==> config.mk <==
export PLATFORM = sky130hd
export DESIGN_NAME = ebiu_rd_channel
export DESIGN_NICKNAME = d
export VERILOG_FILES = /design/src/source/ebiu_axi_pkg.sv /design/src/source/ebiu_rd_pkg.sv /design/src/source/ebiu_rd_channel.sv /design/src/source/ebiu_r_return.sv /design/src/source/ebiu_r_fifo.sv /design/src/source/ebiu_ar_buffer.sv /design/src/source/ebiu_ar_arbiter.sv
export SDC_FILE = /design/constraint.sdc
export NUM_CORES = 1
export LEC_CHECK = 0
export ABC_CLOCK_PERIOD_IN_PS = 7600
export BUFFER_PORTS_ARGS = -buffer_cell sky130_fd_sc_hd__buf_2
export CORE_AREA = 5 5 230 232
export CTS_CLUSTER_DIAMETER = 100
export DETAILED_ROUTE_END_ITERATION = 8
export DIE_AREA = 0 0 235 237
export PLACE_DENSITY_LB_ADDON = 0.12
export SLEW_MARGIN = 15
export SYNTH_ARGS = -nofsm -noshare
export SYNTH_HDL_FRONTEND = slang
export SYNTH_SLANG_ARGS = --single-unit
==> constraint.sdc <==
create_clock -name arctrl_clk -period 7.6 [get_ports arctrl_clk]
set_input_delay 1.14 -clock arctrl_clk [delete_from_list [all_inputs] [get_ports arctrl_clk]]
set_output_delay 1.14 -clock arctrl_clk [all_outputs]
set_load 0.03 [all_outputs]
==> src/source/ebiu_axi_pkg.sv <==
/*
  AXI read field types, AR channel payload and R beat structs
*/
`default_nettype none

package ebiu_axi_pkg;

  // ------------------------------
  // Field widths
  // ------------------------------
  typedef logic [39:0]  addr_t;
  typedef logic [7:0]   axi_id_t;
  typedef logic [7:0]   len_t;
  typedef logic [2:0]   size_t;
  typedef logic [1:0]   burst_t;
  typedef logic [3:0]   cache_t;
  typedef logic [2:0]   prot_t;
  typedef logic [1:0]   resp_t;
  typedef logic [127:0] data_t;

  // ------------------------------
  // Channel payloads
  // ------------------------------
  // AR payload, 69 bits
  typedef struct packed {
    axi_id_t id;
    addr_t   addr;
    len_t    len;
    size_t   size;
    burst_t  burst;
    logic    lock;
    cache_t  cache;
    prot_t   prot;
  } ar_chan_t;

  // One R beat, 139 bits
  typedef struct packed {
    axi_id_t id;
    resp_t   resp;
    logic    last;
    data_t   data;
  } r_beat_t;

endpackage

`default_nettype wire
==> src/source/ebiu_rd_pkg.sv <==
/*
  Requester side ID types, read request struct,
  source select encoding and ID tag prefixes
*/
`default_nettype none

package ebiu_rd_pkg;

  typedef logic [6:0] ncq_id_t;
  typedef logic [5:0] sub_id_t;

  // Request fields without ID, 61 bits
  typedef struct packed {
    ebiu_axi_pkg::addr_t  addr;
    ebiu_axi_pkg::len_t   len;
    ebiu_axi_pkg::size_t  size;
    ebiu_axi_pkg::burst_t burst;
    logic                 lock;
    ebiu_axi_pkg::cache_t cache;
    ebiu_axi_pkg::prot_t  prot;
  } rd_req_t;

  // One-hot source select
  typedef logic [2:0] src_sel_t;

  localparam src_sel_t SRC_NCQ = 3'b001;
  localparam src_sel_t SRC_SNB = 3'b010;
  localparam src_sel_t SRC_CTC = 3'b100;

  // ID prefixes in bits 7..6; ncq only clears bit 7
  localparam logic [1:0] TAG_SNB = 2'b10;
  localparam logic [1:0] TAG_CTC = 2'b11;

endpackage

`default_nettype wire

==> src/source/ebiu_rd_channel.sv <==
/*
  Read channel top level: arbiter, AR buffer, R FIFO, return stage
*/
`timescale 1ns/1ps
`default_nettype none

module ebiu_rd_channel #(
  parameter int RFIFO_DEPTH = 2,
  parameter int SNB_ENTRIES = 24
) (
  input  wire                         arctrl_clk,
  input  wire                         cpurst_b,
  // Requesters, address side
  input  wire                         ncq_valid,
  input  wire ebiu_rd_pkg::rd_req_t   ncq_req,
  input  wire ebiu_rd_pkg::ncq_id_t   ncq_id,
  output logic                        ncq_ar_grant,
  input  wire                         snb_valid,
  input  wire ebiu_rd_pkg::rd_req_t   snb_req,
  input  wire ebiu_rd_pkg::sub_id_t   snb_id,
  output logic                        snb_ar_grant,
  input  wire                         ctc_valid,
  input  wire ebiu_rd_pkg::rd_req_t   ctc_req,
  input  wire ebiu_rd_pkg::sub_id_t   ctc_id,
  output logic                        ctc_ar_grant,
  // Requesters, return side
  output logic                        ncq_rvalid,
  output ebiu_axi_pkg::axi_id_t       ncq_rid,
  output logic                        snb0_rvalid,
  output logic                        snb1_rvalid,
  output logic [SNB_ENTRIES-1:0]      snb_entry_sel,
  output logic                        ctc_rvalid,
  output ebiu_rd_pkg::sub_id_t        ctc_rid,
  output ebiu_axi_pkg::r_beat_t       ret_beat,
  input  wire                         ncq_r_grant,
  input  wire                         snb_r_grant,
  input  wire                         ctc_r_grant,
  // AXI read channels
  output logic                        arvalid,
  output ebiu_axi_pkg::ar_chan_t      ar,
  input  wire                         arready,
  input  wire                         rvalid,
  input  wire ebiu_axi_pkg::r_beat_t  r_in,
  output logic                        rready,
  output logic                        rack
);

  wire ebiu_rd_pkg::src_sel_t  sel;
  wire ebiu_rd_pkg::rd_req_t   sel_req;
  wire                         buf_ready;
  wire                         head_valid;
  wire ebiu_axi_pkg::r_beat_t  head;
  wire                         pop;

  // ------------------------------
  // Address side
  // ------------------------------
  ebiu_ar_arbiter u_ar_arbiter (
    .arctrl_clk   (arctrl_clk),
    .cpurst_b     (cpurst_b),
    .ncq_valid    (ncq_valid),
    .snb_valid    (snb_valid),
    .ctc_valid    (ctc_valid),
    .ncq_req      (ncq_req),
    .snb_req      (snb_req),
    .ctc_req      (ctc_req),
    .buf_ready    (buf_ready),
    .ncq_ar_grant (ncq_ar_grant),
    .snb_ar_grant (snb_ar_grant),
    .ctc_ar_grant (ctc_ar_grant),
    .sel          (sel),
    .sel_req      (sel_req)
  );

  ebiu_ar_buffer u_ar_buffer (
    .arctrl_clk (arctrl_clk),
    .cpurst_b   (cpurst_b),
    .sel        (sel),
    .sel_req    (sel_req),
    .ncq_id     (ncq_id),
    .snb_id     (snb_id),
    .ctc_id     (ctc_id),
    .buf_ready  (buf_ready),
    .arvalid    (arvalid),
    .ar         (ar),
    .arready    (arready)
  );

  // ------------------------------
  // Data side
  // ------------------------------
  ebiu_r_fifo #(
    .RFIFO_DEPTH (RFIFO_DEPTH)
  ) u_r_fifo (
    .arctrl_clk (arctrl_clk),
    .cpurst_b   (cpurst_b),
    .rvalid     (rvalid),
    .r_in       (r_in),
    .rready     (rready),
    .head_valid (head_valid),
    .head       (head),
    .pop        (pop)
  );

  ebiu_r_return #(
    .SNB_ENTRIES (SNB_ENTRIES)
  ) u_r_return (
    .arctrl_clk    (arctrl_clk),
    .cpurst_b      (cpurst_b),
    .head_valid    (head_valid),
    .head          (head),
    .pop           (pop),
    .ncq_rvalid    (ncq_rvalid),
    .snb0_rvalid   (snb0_rvalid),
    .snb1_rvalid   (snb1_rvalid),
    .ctc_rvalid    (ctc_rvalid),
    .ncq_rid       (ncq_rid),
    .ctc_rid       (ctc_rid),
    .snb_entry_sel (snb_entry_sel),
    .ret_beat      (ret_beat),
    .ncq_r_grant   (ncq_r_grant),
    .snb_r_grant   (snb_r_grant),
    .ctc_r_grant   (ctc_r_grant),
    .rack          (rack)
  );

endmodule

`default_nettype wire

==> src/source/ebiu_r_return.sv <==
/*
  Return routing of the FIFO head by ID, and rack generation
*/
`timescale 1ns/1ps
`default_nettype none

module ebiu_r_return #(
  parameter int SNB_ENTRIES = 24
) (
  input  wire                         arctrl_clk,
  input  wire                         cpurst_b,
  input  wire                         head_valid,
  input  wire ebiu_axi_pkg::r_beat_t  head,
  output logic                        pop,
  output logic                        ncq_rvalid,
  output logic                        snb0_rvalid,
  output logic                        snb1_rvalid,
  output logic                        ctc_rvalid,
  output ebiu_axi_pkg::axi_id_t       ncq_rid,
  output ebiu_rd_pkg::sub_id_t        ctc_rid,
  output logic [SNB_ENTRIES-1:0]      snb_entry_sel,
  output ebiu_axi_pkg::r_beat_t       ret_beat,
  input  wire                         ncq_r_grant,
  input  wire                         snb_r_grant,
  input  wire                         ctc_r_grant,
  output logic                        rack
);

  localparam logic [SNB_ENTRIES-1:0] ENTRY_ONE = SNB_ENTRIES'(1);

  logic       is_ncq;
  logic       is_snb;
  logic       is_ctc;
  logic [1:0] rack_cnt;
  logic       rack_inc;
  logic       rack_dec;

  // ------------------------------
  // ID decode
  // ------------------------------
  assign is_ncq = !head.id[7];
  assign is_snb = (head.id[7:6] == ebiu_rd_pkg::TAG_SNB);
  assign is_ctc = (head.id[7:6] == ebiu_rd_pkg::TAG_CTC);

  assign ncq_rvalid  = head_valid & is_ncq;
  assign snb0_rvalid = head_valid & is_snb & !head.id[5];
  assign snb1_rvalid = head_valid & is_snb & head.id[5];
  assign ctc_rvalid  = head_valid & is_ctc;

  assign ncq_rid       = head.id;
  assign ctc_rid       = head.id[5:0];
  assign snb_entry_sel = ENTRY_ONE << head.id[4:0];
  assign ret_beat      = head;

  assign pop = ncq_r_grant | snb_r_grant | ctc_r_grant;

  // ------------------------------
  // rack, one cycle per last beat
  // ------------------------------
  assign rack_inc = pop & head.last;
  assign rack_dec = |rack_cnt;

  always_ff @(posedge arctrl_clk or negedge cpurst_b)
  begin
    if (!cpurst_b)
      rack_cnt <= 2'b00;
    else if (rack_inc & !rack_dec)
      rack_cnt <= rack_cnt + 2'b01;
    else if (!rack_inc & rack_dec)
      rack_cnt <= rack_cnt - 2'b01;
  end

  always_ff @(posedge arctrl_clk or negedge cpurst_b)
  begin
    if (!cpurst_b)
      rack <= 1'b0;
    else
      rack <= |rack_cnt;
  end

endmodule

`default_nettype wire

==> src/source/ebiu_r_fifo.sv <==
/*
  Read beat FIFO with registered rready
*/
`timescale 1ns/1ps
`default_nettype none

module ebiu_r_fifo #(
  parameter int RFIFO_DEPTH = 2
) (
  input  wire                         arctrl_clk,
  input  wire                         cpurst_b,
  input  wire                         rvalid,
  input  wire ebiu_axi_pkg::r_beat_t  r_in,
  output logic                        rready,
  output logic                        head_valid,
  output ebiu_axi_pkg::r_beat_t       head,
  input  wire                         pop
);

  localparam int PTR_W = (RFIFO_DEPTH > 1) ? $clog2(RFIFO_DEPTH) : 1;
  localparam int CNT_W = $clog2(RFIFO_DEPTH + 1);
  localparam logic [PTR_W-1:0] LAST_SLOT = PTR_W'(RFIFO_DEPTH - 1);
  localparam logic [CNT_W-1:0] FULL_CNT  = CNT_W'(RFIFO_DEPTH);

  ebiu_axi_pkg::r_beat_t mem [RFIFO_DEPTH];
  logic [PTR_W-1:0]      wr_ptr;
  logic [PTR_W-1:0]      rd_ptr;
  logic [CNT_W-1:0]      count;
  logic                  push;
  logic                  pop_en;
  logic                  empty;
  logic                  full;
  logic                  rready_set;

  assign push   = rvalid & rready;
  assign empty  = (count == '0);
  assign full   = (count == FULL_CNT);
  assign pop_en = pop & !empty;

  // ------------------------------
  // Storage and pointers
  // ------------------------------
  always_ff @(posedge arctrl_clk)
  begin
    if (push)
      mem[wr_ptr] <= r_in;
  end

  always_ff @(posedge arctrl_clk or negedge cpurst_b)
  begin
    if (!cpurst_b)
    begin
      wr_ptr <= '0;
      rd_ptr <= '0;
      count  <= '0;
    end
    else
    begin
      if (push)
        wr_ptr <= (wr_ptr == LAST_SLOT) ? '0 : wr_ptr + 1'b1;
      if (pop_en)
        rd_ptr <= (rd_ptr == LAST_SLOT) ? '0 : rd_ptr + 1'b1;
      if (push & !pop_en)
        count <= count + 1'b1;
      else if (!push & pop_en)
        count <= count - 1'b1;
    end
  end

  assign head_valid = !empty;
  assign head       = mem[rd_ptr];

  // ------------------------------
  // rready, one cycle ahead of occupancy
  // ------------------------------
  assign rready_set = empty |
                      (!full & (pop_en | !push)) |
                      (full & pop_en & !push);

  always_ff @(posedge arctrl_clk or negedge cpurst_b)
  begin
    if (!cpurst_b)
      rready <= 1'b1;
    else
      rready <= rready_set;
  end

endmodule

`default_nettype wire

==> src/source/ebiu_ar_buffer.sv <==
/*
  One-deep AR holding stage, source ID tagging and AXI AR drive
*/
`timescale 1ns/1ps
`default_nettype none

module ebiu_ar_buffer (
  input  wire                        arctrl_clk,
  input  wire                        cpurst_b,
  input  wire ebiu_rd_pkg::src_sel_t sel,
  input  wire ebiu_rd_pkg::rd_req_t  sel_req,
  input  wire ebiu_rd_pkg::ncq_id_t  ncq_id,
  input  wire ebiu_rd_pkg::sub_id_t  snb_id,
  input  wire ebiu_rd_pkg::sub_id_t  ctc_id,
  output logic                       buf_ready,
  output logic                       arvalid,
  output ebiu_axi_pkg::ar_chan_t     ar,
  input  wire                        arready
);

  logic                  load;
  ebiu_axi_pkg::axi_id_t tag_id;

  // Free slot, or the held entry leaves this cycle
  assign buf_ready = !arvalid | arready;
  assign load      = (|sel) & buf_ready;

  // ------------------------------
  // ID tagging by source
  // ------------------------------
  always_comb
  begin
    case (sel)
      ebiu_rd_pkg::SRC_NCQ: tag_id = {1'b0, ncq_id};
      ebiu_rd_pkg::SRC_SNB: tag_id = {ebiu_rd_pkg::TAG_SNB, snb_id};
      default:              tag_id = {ebiu_rd_pkg::TAG_CTC, ctc_id};
    endcase
  end

  // ------------------------------
  // Holding register
  // ------------------------------
  always_ff @(posedge arctrl_clk or negedge cpurst_b)
  begin
    if (!cpurst_b)
      arvalid <= 1'b0;
    else if (load)
      arvalid <= 1'b1;
    else if (arready)
      arvalid <= 1'b0;
  end

  always_ff @(posedge arctrl_clk)
  begin
    if (load)
    begin
      ar.id    <= tag_id;
      ar.addr  <= sel_req.addr;
      ar.len   <= sel_req.len;
      ar.size  <= sel_req.size;
      ar.burst <= sel_req.burst;
      ar.lock  <= sel_req.lock;
      ar.cache <= sel_req.cache;
      // Bus sees every read as non-secure
      ar.prot  <= {sel_req.prot[2], 1'b1, sel_req.prot[0]};
    end
  end

endmodule

`default_nettype wire

==> src/source/ebiu_ar_arbiter.sv <==
/*
  Rotating three-way arbiter for the read address channel
*/
`timescale 1ns/1ps
`default_nettype none

module ebiu_ar_arbiter (
  input  wire                       arctrl_clk,
  input  wire                       cpurst_b,
  input  wire                       ncq_valid,
  input  wire                       snb_valid,
  input  wire                       ctc_valid,
  input  wire ebiu_rd_pkg::rd_req_t ncq_req,
  input  wire ebiu_rd_pkg::rd_req_t snb_req,
  input  wire ebiu_rd_pkg::rd_req_t ctc_req,
  input  wire                       buf_ready,
  output logic                      ncq_ar_grant,
  output logic                      snb_ar_grant,
  output logic                      ctc_ar_grant,
  output ebiu_rd_pkg::src_sel_t     sel,
  output ebiu_rd_pkg::rd_req_t      sel_req
);

  ebiu_rd_pkg::src_sel_t rot_ptr;
  logic                  any_valid;
  logic                  ncq_pick;
  logic                  snb_pick;
  logic                  ctc_pick;

  assign any_valid = ncq_valid | snb_valid | ctc_valid;

  // Pointer turns over whenever anyone asks
  always_ff @(posedge arctrl_clk or negedge cpurst_b)
  begin
    if (!cpurst_b)
      rot_ptr <= ebiu_rd_pkg::SRC_NCQ;
    else if (any_valid)
      rot_ptr <= {rot_ptr[1:0], rot_ptr[2]};
  end

  // Own turn, or the only one asking
  assign ncq_pick = ncq_valid & (rot_ptr[0] | (!snb_valid & !ctc_valid));
  assign snb_pick = snb_valid & (rot_ptr[1] | (!ncq_valid & !ctc_valid));
  assign ctc_pick = ctc_valid & (rot_ptr[2] | (!ncq_valid & !snb_valid));

  always_comb
  begin
    sel     = '0;
    sel_req = ncq_req;
    if (ncq_pick)
      sel = ebiu_rd_pkg::SRC_NCQ;
    else if (snb_pick)
    begin
      sel     = ebiu_rd_pkg::SRC_SNB;
      sel_req = snb_req;
    end
    else if (ctc_pick)
    begin
      sel     = ebiu_rd_pkg::SRC_CTC;
      sel_req = ctc_req;
    end
  end

  assign ncq_ar_grant = sel[0] & buf_ready;
  assign snb_ar_grant = sel[1] & buf_ready;
  assign ctc_ar_grant = sel[2] & buf_ready;

endmodule

`default_nettype wire

==> results by group, run 1 <==
Status
  – Status: completed

Place
  – Gpl congestion: around 0.83
  – Pre-CTS setup slack: 3.30 ns
  – I/O Buffers: 602
  – Placed cell count: 2285
  – DP HPWL: 36.6 mm

Pwr
  – Net Sw Frac: 0.371
  – Clock power frac: 0.272
  – Leak Pwr: 8.22 nW
  – Seq pwr share: 0.371
  – Psw: 2.80 mW
  – Max VDD drop: about 0.25 mV
  – P_int: 4.74 mW
  – Power Density: 352 mW/mm²
  – Comb pwr share: 0.357

Logic synthesis
  – Avg Cell Area, Syn: 15.1 µm²
  – Synth Area in Adders: 0.00152
  – Syn Inst Count: 1094
  – Register area share after synthesis: 0.648
  – Main area contributors after synthesis: edfxtp_1 63%, mux2_2 9.5%, a2111oi_2 5.5%
  – Multiplexer area fraction after synthesis: 0.0960
  – XOR/XNOR share of the synthesized area: 0.00371
  – Synth Flop Type: edfxtp_1
  – Yosys reg bits: 358
  – Top-area cell type share of the netlist area: 0.629
  – Syn_nets: ~1400
  – Post-synth EDFFs: 346
  – Post-Synth Simple-Gate Area: 0.0748
  – Yosys cell types: 48
  – Cell accounting for the most synthesized area: edfxtp_1
  – FFs w/ async S/R, synth: 0.0335
  – Synth Warn #: 0
  – Compound-Gate Fraction of Synth Area: 0.126
  – Area of the mapped netlist: 0.0165 mm²
  – Largest family of logic cells by synthesized area: compound AO/OA/AOI/OAI gates

Run
  – # Max-Cap Violations: 0

Die
  – # IOs: 607
  – CORE AREA: 0.0508 mm²
  – Full die area: 0.0557 mm²
  – Rows: between 80 and 90
  – Initial Util: 0.325
  – Die W: approximately 240 µm
  – Die Y: 237 µm

Critical path
  – WP data required: approximately 6.5 ns
  – Startpoint Class: register
  – Arrival @ worst endpoint: 3.15 ns
  – CP endpoint kind: output port
  – Reg2reg path depth: 5
  – Worst Path Max Fanout: 111
  – CP Class: register to output port

Routing
  – Avg WL per Cell: about 22 µm
  – Drt first pass iters: 5
  – Post-DRT Antenna Nets: 0
  – DRC viols: 0
  – Post-DR vias/cell: 4.91
  – WL final: 53.4 mm
  – Via count: 11674
  – Initial DRC count: 649

GRT
  – Vias in the first global route: between 10000 and 15000
  – Total track usage: 0.181
  – Overflow after GRT: 0
  – Initial antenna violation count: 23
  – Largest net degree at the start of global routing: 113
  – Global-route wire length before repair: between 70 and 80 mm

Cells and area
  – Final net count: 2003
  – Util after Layout: 0.422
  – Layout cells sized above 1: 0.531
  – Synthesis-to-finish area growth: 29.7%
  – Final instance count without filler cells: 2376

Clock network
  – Number of H-tree levels: 2
  – CTS Sinks: 358
  – Cts bufs inserted: 43
  – CTS Hold Buffers Added: 0
  – Post-CTS setup repair buffer count: 0
  – CTS Buffer Depth: 3
  – CTS clk-pin slew, worst paths: 0.06 ns
  – CTS Root Cell: clkbuf_16
  – Worst skew pair latency: ~0.56 ns
  – CTS tree: done
  – Post-cts resize count: 0

Timing
  – Setup violations, final: 0
  – Max-Slew Margin vs Limit: 0.399
  – Setup Skew: 0.00891 ns
  – Max-slew violation count: 0
  – Unrepaired setup endpoints after global routing: no
  – Final Hold Vio Count: 0
  – Total negative slack: 0 ns
  – F_max: 233 MHz
  – Fin crit share: 0.564
  – Final worst slack: 3.31 ns
  – Fin crit period: 4.29 ns
  – Slew @ Worst Pin: 0.901 ns

Worst hold path
  – Hold Crit Class: input port to async pin
sequential cells by signal, indices dropped and copies added, names as in the netlist:
register / flops
u_r_fifo.rready: 1
u_r_fifo.mem: 278
u_ar_buffer.ar: 68
u_r_fifo.count: 2
u_r_fifo.rd_ptr: 1
u_r_fifo.wr_ptr: 1
u_ar_buffer.arvalid: 1
u_ar_arbiter.rot_ptr: 3
u_r_return.rack_cnt: 2
u_r_return.rack: 1
kinds of logic after synthesis:
family	after synthesis
AO/OA/AOI/OAI	226
XOR/XNOR	7
buffers and inverters	171
AND/OR/NAND/NOR	188
other	1
adder cells (fa/ha/maj)	2
multiplexers	141
flip-flops	358
metal layers:
| layer | global-route usage | wire, µm | share of wire |
|---|---|---|---|
| met1 | 0.213 | 20500 | 0.38 |
| met2 | 0.303 | 26400 | 0.50 |
| met3 | 0.0750 | 5120 | 0.096 |
| met4 | 0.0561 | 1210 | 0.023 |
| met5 | 0 | 109 | 0.0020 |
critical path: stages, from the launching register on:
cell	delay [ns]
dfrtp_4	0.81
buf_12	0.54
mux2i_1	0.38
inv_1	0.17
o21ai_0	0.26
nor2_1	0.12
buf_2	0.21
power groups by stage:
| stage | clock network (mW) | logic [mW] | registers [mW] |
|---|---|---|---|
| after floorplan | 0 | 1.89 | 2.89 |
| after global placement | 0 | 2.76 | 2.83 |
| after detailed placement | 0 | 2.75 | 2.85 |
| after CTS | 2.11 | 2.76 | 2.81 |
| after global routing | 2.21 | 2.87 | 2.83 |
| final | 2.05 | 2.70 | 2.80 |
cell usage in the layout, fill, tap and decap left out, types with 7 or more instances in the layout:
| master | Yosys | layout |
|---|---|---|
| clkbuf_16 | 0 | 44 |
| clkinv_2 | 0 | 9 |
| nand2_1 | 7 | 7 |
| o21ai_0 | 7 | 7 |
| clkbuf_1 | 29 | 8 |
| edfxtp_1 | 346 | 346 |
| o22a_1 | 7 | 7 |
| nor2_1 | 34 | 33 |
| diode_2 | 0 | 14 |
| o22ai_1 | 60 | 60 |
| nand2b_1 | 64 | 63 |
| clkinv_1 | 0 | 7 |
| inv_1 | 66 | 66 |
| mux2_2 | 139 | 139 |
| nor4b_1 | 60 | 60 |
| buf_4 | 24 | 13 |
| dfrtp_1 | 10 | 9 |
| buf_2 | 43 | 601 |
| a211oi_1 | 60 | 60 |
| a2111oi_2 | 60 | 60 |
metrics by stage:
| stage | cell area [µm²] | hold WS, ns | total power, mW |
|---|---|---|---|
| finish | 21400 | 0.469 | 7.54 |
| floorplan | 16500 | 0.443 | 4.77 |
| detailed placement | 20000 | 0.462 | 5.59 |
| CTS | 21400 | 0.441 | 7.68 |
| global placement | 20000 | 0.459 | 5.59 |
| global route | 21400 | 0.457 | 7.91 |
worst paths after layout:
| path | from | end | slack [ns] |
|---|---|---|---|
| min reg2reg | u_r_return.rack_cnt[1] | u_r_return.rack_cnt[1] | 0.47 |
| max | u_r_fifo.rd_ptr | snb_entry_sel[20] | 3.31 |
| max in group asynchronous | cpurst_b | u_r_fifo.rready | 6.84 |
| min in group arctrl_clk | u_r_return.rack_cnt[1] | u_r_return.rack_cnt[1] | 0.47 |
| max reg2reg | u_ar_arbiter.rot_ptr[2] | u_ar_buffer.ar[35] | 4.51 |
| min | cpurst_b | u_ar_buffer.arvalid | 0.47 |
Yosys cell counts, types with 7 or more instances:
| cell | count |
|---|---|
| dfrtp_1 | 10 |
| mux2_2 | 139 |
| nand2_1 | 7 |
| o21ai_0 | 7 |
| nor4b_1 | 60 |
| inv_1 | 66 |
| nor2_1 | 34 |
| nand2b_1 | 64 |
| o22a_1 | 7 |
| buf_4 | 24 |
| o22ai_1 | 60 |
| a211oi_1 | 60 |
| edfxtp_1 | 346 |
| buf_2 | 43 |
| clkbuf_1 | 29 |
| a2111oi_2 | 60 |
final cells by class:
| class | count | area, µm² |
|---|---|---|
| fillers | 4812 | 29400 |
| clock buffers | 52 | 1130 |
| inverters | 66 | 248 |
| multi-input cells | 565 | 5040 |
| repair buffers | 616 | 3150 |
| well taps | 680 | 851 |
| diodes | 14 | 35.0 |
| flip-flops and latches | 358 | 10700 |
| clock inverters | 25 | 263 |
Note: power is estimated with default switching activity, not from simulation.
==> run 2: changes to the inputs <==
--- a/config.mk
+++ b/config.mk
@@ -5,12 +5,13 @@
 export SDC_FILE = /design/constraint.sdc
 export NUM_CORES = 1
 export LEC_CHECK = 0
-export ABC_CLOCK_PERIOD_IN_PS = 7600
+export ABC_AREA = 1
+export ABC_CLOCK_PERIOD_IN_PS = 3500
 export BUFFER_PORTS_ARGS = -buffer_cell sky130_fd_sc_hd__buf_2
-export CORE_AREA = 5 5 230 232
+export CORE_AREA = 5 5 231 233
 export CTS_CLUSTER_DIAMETER = 100
 export DETAILED_ROUTE_END_ITERATION = 8
-export DIE_AREA = 0 0 235 237
+export DIE_AREA = 0 0 236 238
 export PLACE_DENSITY_LB_ADDON = 0.12
 export SLEW_MARGIN = 15
 export SYNTH_ARGS = -nofsm -noshare
==> constraint.sdc (replaced) <==
create_clock -name arctrl_clk -period 3.5 [get_ports arctrl_clk]
set_input_delay 0.525 -clock arctrl_clk [delete_from_list [all_inputs] [get_ports arctrl_clk]]
set_output_delay 0.525 -clock arctrl_clk [all_outputs]
set_load 0.03 [all_outputs]
==> run 2 against run 1 <==
  * Cell area down 1.8%
  * Clock power rose by 120%
  * Die area is 0.85% higher
  * Routed wire length shrank 2.4%
  * Highest routed layer unchanged
==> results by group, run 2 <==
Logic synthesis
  – Area of the mapped netlist: 0.0159 mm² (-3.9%)
  – Syn Inst Count: 1609 (+47%)
  – Top-area cell type share of the netlist area: 0.655 (+0.0255)
  – Top-count cell post-synth: nand2_1
  – Yosys reg bits: 358 (unchanged)
  – Cell accounting for the most synthesized area: edfxtp_1
  – Post-synth EDFFs: 346 (unchanged)
  – FFs w/ async S/R, synth: 0.0335 (unchanged)
  – Avg Cell Area, Syn: 9.86 µm² (-35%)
  – Main area contributors after synthesis: edfxtp_1 65%, nand2_1 17%, inv_1 4.8%
  – Synth Warn #: 0 (unchanged)
  – Yosys cell types: 29 (-40%)
  – Post-synth top cells: 730 x nand2_1, 346 x edfxtp_1, 201 x inv_1, 149 x nand3_1, 43 x buf_2
  – Register area share after synthesis: 0.674 (+0.0262)
  – Synth Flop Type: edfxtp_1
  – Syn_nets: 1962 (+36%)

Pwr
  – Power Density: 835 mW/mm² (+140%)
  – Leak Pwr: 10.2 nW (+23%)
  – Max VDD drop: 0.491 mV (+100%)

Timing
  – Max-Slew Margin vs Limit: 0.381 (-0.0185)
  – Setup Skew: 0.0155 ns (+0.00657 ns)
  – F_max: about 320 MHz
  – Fin crit share: 0.892
  – Max-slew violation count: 0 (unchanged)
  – Slew @ Worst Pin: 0.929 ns (+0.0278 ns)
  – Min Hold Slack: 0.144 ns (-0.325 ns)
  – Fin crit period: roughly 3.1 ns
  – Final Hold Vio Count: 0 (unchanged)
  – Total negative slack: 0 ns (unchanged)
  – Unrepaired setup endpoints after global routing: no
  – Setup violations, final: 0 (unchanged)

Routing
  – Avg WL per Cell: 17.8 µm (-21%)
  – Initial DRC count: 732 (+13%)
  – Post-DRT Antenna Nets: 0 (unchanged)
  – WL final: 52.1 mm (-2.4%)
  – Drt first pass iters: 5 (unchanged)
  – Post-DR vias/cell: 4.40 (-11%)
  – DRC viols: 0 (unchanged)
  – Via count: 12879 (+10%)

Worst hold path
  – WHS Path Cells: 1
  – Min-Delay Endpoint: u_r_fifo.mem[0][37]
  – Hold Crit Class: input port to register
  – Beginning of the worst hold path: r_in[37]

Critical path
  – R2R Setup Slk: 1.08 ns (-3.43 ns)
  – Worst r2r src: u_ar_arbiter.rot_ptr[0]
  – Critical R2R Capture: u_ar_buffer.ar[9]
  – Worst Path Max Fanout: 39 (-65%)
  – WP data required: 2.97 ns (-3.49 ns)
  – Reg2reg path depth: 7 (+2)
  – CP Class: register to output port
  – Startpoint Class: register
  – CP endpoint kind: output port
  – Arrival @ worst endpoint: 2.60 ns (-0.55 ns)

Cells and area
  – Final instance count without filler cells: 2929 (+23%)
  – Util after Layout: 0.412 (-0.00932)
  – Biggest regs: u_r_fifo.mem x278, u_ar_buffer.ar x68, u_ar_arbiter.rot_ptr x3
  – Top reg by flops: u_r_fifo.mem
  – Fin area: 0.0210 mm² (-1.8%)
  – Multi-input logic area: 0.00395 mm² (-22%)
  – Storage cell area: 0.0107 mm² (unchanged)
  – Layout cells sized above 1: 0.320 (-0.211)
  – Fillers: 5081 (+5.6%)
  – Commonest non-fill, non-tap cells in the layout: 728 x nand2_1, 602 x buf_2, 346 x edfxtp_1
  – Most common cell after layout, fill and taps aside: nand2_1
  – Max reg flops: 278 (unchanged)
  – Final net count: 2551 (+27%)
  – Synthesis-to-finish area growth: 32.5%

Clock network
  – Cts bufs inserted: 44 (+2.3%)
  – CTS Buffer Depth: 3 (unchanged)
  – CTS Sinks: 358 (unchanged)
  – CTS clk-pin slew, worst paths: 0.06 ns (about the same)
  – CTS tree: done
  – Number of H-tree levels: 2 (unchanged)
  – CTS Root Cell: clkbuf_16
  – Post-cts resize count: 0 (unchanged)
  – Worst skew pair latency: 0.56 ns (about the same)

Die
  – Initial Util: 0.311 (-0.0139)
  – CORE AREA: 0.0510 mm² (+0.41%)
  – Rows: 83 (unchanged)
  – # IOs: 607 (unchanged)
  – Full die area: 0.0562 mm² (+0.85%)
  – Die W: 236 µm (+0.43%)
  – Die Y: 238 µm (+0.42%)

GRT
  – Largest net degree at the start of global routing: 80 (-29%)
  – Global-route wire length before repair: 76.9 mm (-1.5%)
  – Total track usage: 0.176 (-0.00524)
  – Initial antenna violation count: 30 (+30%)
  – Vias in the first global route: 12778 (+6.3%)
  – Overflow after GRT: 0 (unchanged)

Place
  – I/O Buffers: 602 (unchanged)
  – Placed cell count: 2831 (+24%)
  – Gpl congestion: 0.893 (+7.3%)
  – Placed cell areas: 0.0196 mm² (-2.1%)
  – DP HPWL: 37.4 mm (+2.1%)

Status
  – Status: completed

Run
  – # Max-Cap Violations: 0 (unchanged)
run 2: cell families (layout without fill, tap and decap cells):
| family | after synthesis | after routing | synth area share |
|---|---|---|---|
| other | 1 | 18 | 0.000236 |
| AOI/OAI and AO/OA | 16 | 16 | 0.00733 |
| buffers and inverters | 294 | 917 | 0.0793 |
| and+or+nand+nor | 932 | 932 | 0.234 |
| adders and majority gates | 2 | 2 | 0.00158 |
| DFF | 358 | 358 | 0.674 |
| xor gates and xnor gates | 6 | 6 | 0.00331 |
run 2: worst max-delay path by stage:
| stage | from | endpoint | slack, ns |
|---|---|---|---|
| floorplan | u_r_fifo.rready | u_r_fifo.mem[0][0] | -1.36 |
| global placement | ctc_valid | u_ar_buffer.ar[11] | 0.85 |
| detailed placement | ctc_valid | u_ar_buffer.ar[16] | 0.85 |
| CTS | u_r_fifo.rd_ptr | snb1_rvalid | 0.29 |
| global route | u_r_fifo.rd_ptr | snb_entry_sel[1] | 0.14 |
| finish | u_r_fifo.rd_ptr | snb_entry_sel[18] | 0.38 |
run 2: layout make-up:
cell class,count,area share
diodes,17,0.00202
multi-input cells,957,0.188
inverters,209,0.0374
clock inverters,27,0.0126
flip-flops and latches,358,0.509
well taps,680,0.0405
clock buffers,53,0.0540
repair buffers,628,0.157
run 2: through the flow:
step           setup WS (ns)  total power, mW
2_1_floorplan          -1.36             11.0
3_3_place_gp           0.855             13.3
3_5_place_dp           0.849             13.4
4_1_cts                0.289             17.9
5_1_grt                0.138             18.6
6_report               0.378             17.5
run 2: where the power goes:
| group | leakage [nW] | switching, mW | internal (mW) |
|---|---|---|---|
| registers | 3.36 | 0.245 | 5.80 |
| clock network | 0.687 | 1.79 | 2.62 |
| logic | 6.10 | 5.37 | 1.73 |
run 2: metal layers:
layer	part of all wire	vias up	global-route usage
met5	0.0029	-	0
met4	0.029	24	0.0561
met3	0.095	100	0.0739
met2	0.50	449	0.305
met1	0.38	5993	0.197
li1	-	6313	-
run 2: timing repair:
| action | in CTS | in global routing |
|---|---|---|
| setup buffers | 0 | 0 |
| endpoints found under the hold margin | 10 | 0 |
| hold buffers | 1 | 0 |
run 2: worst max-delay path, cell delays in order, from the launching register on:
cell     delay, ns
dfrtp_4       0.58
inv_4         0.41
nand2_1       0.17
o21ai_4       0.16
inv_1         0.09
nor2_2        0.15
nand3_1       0.12
nor2_1        0.11
buf_2         0.21
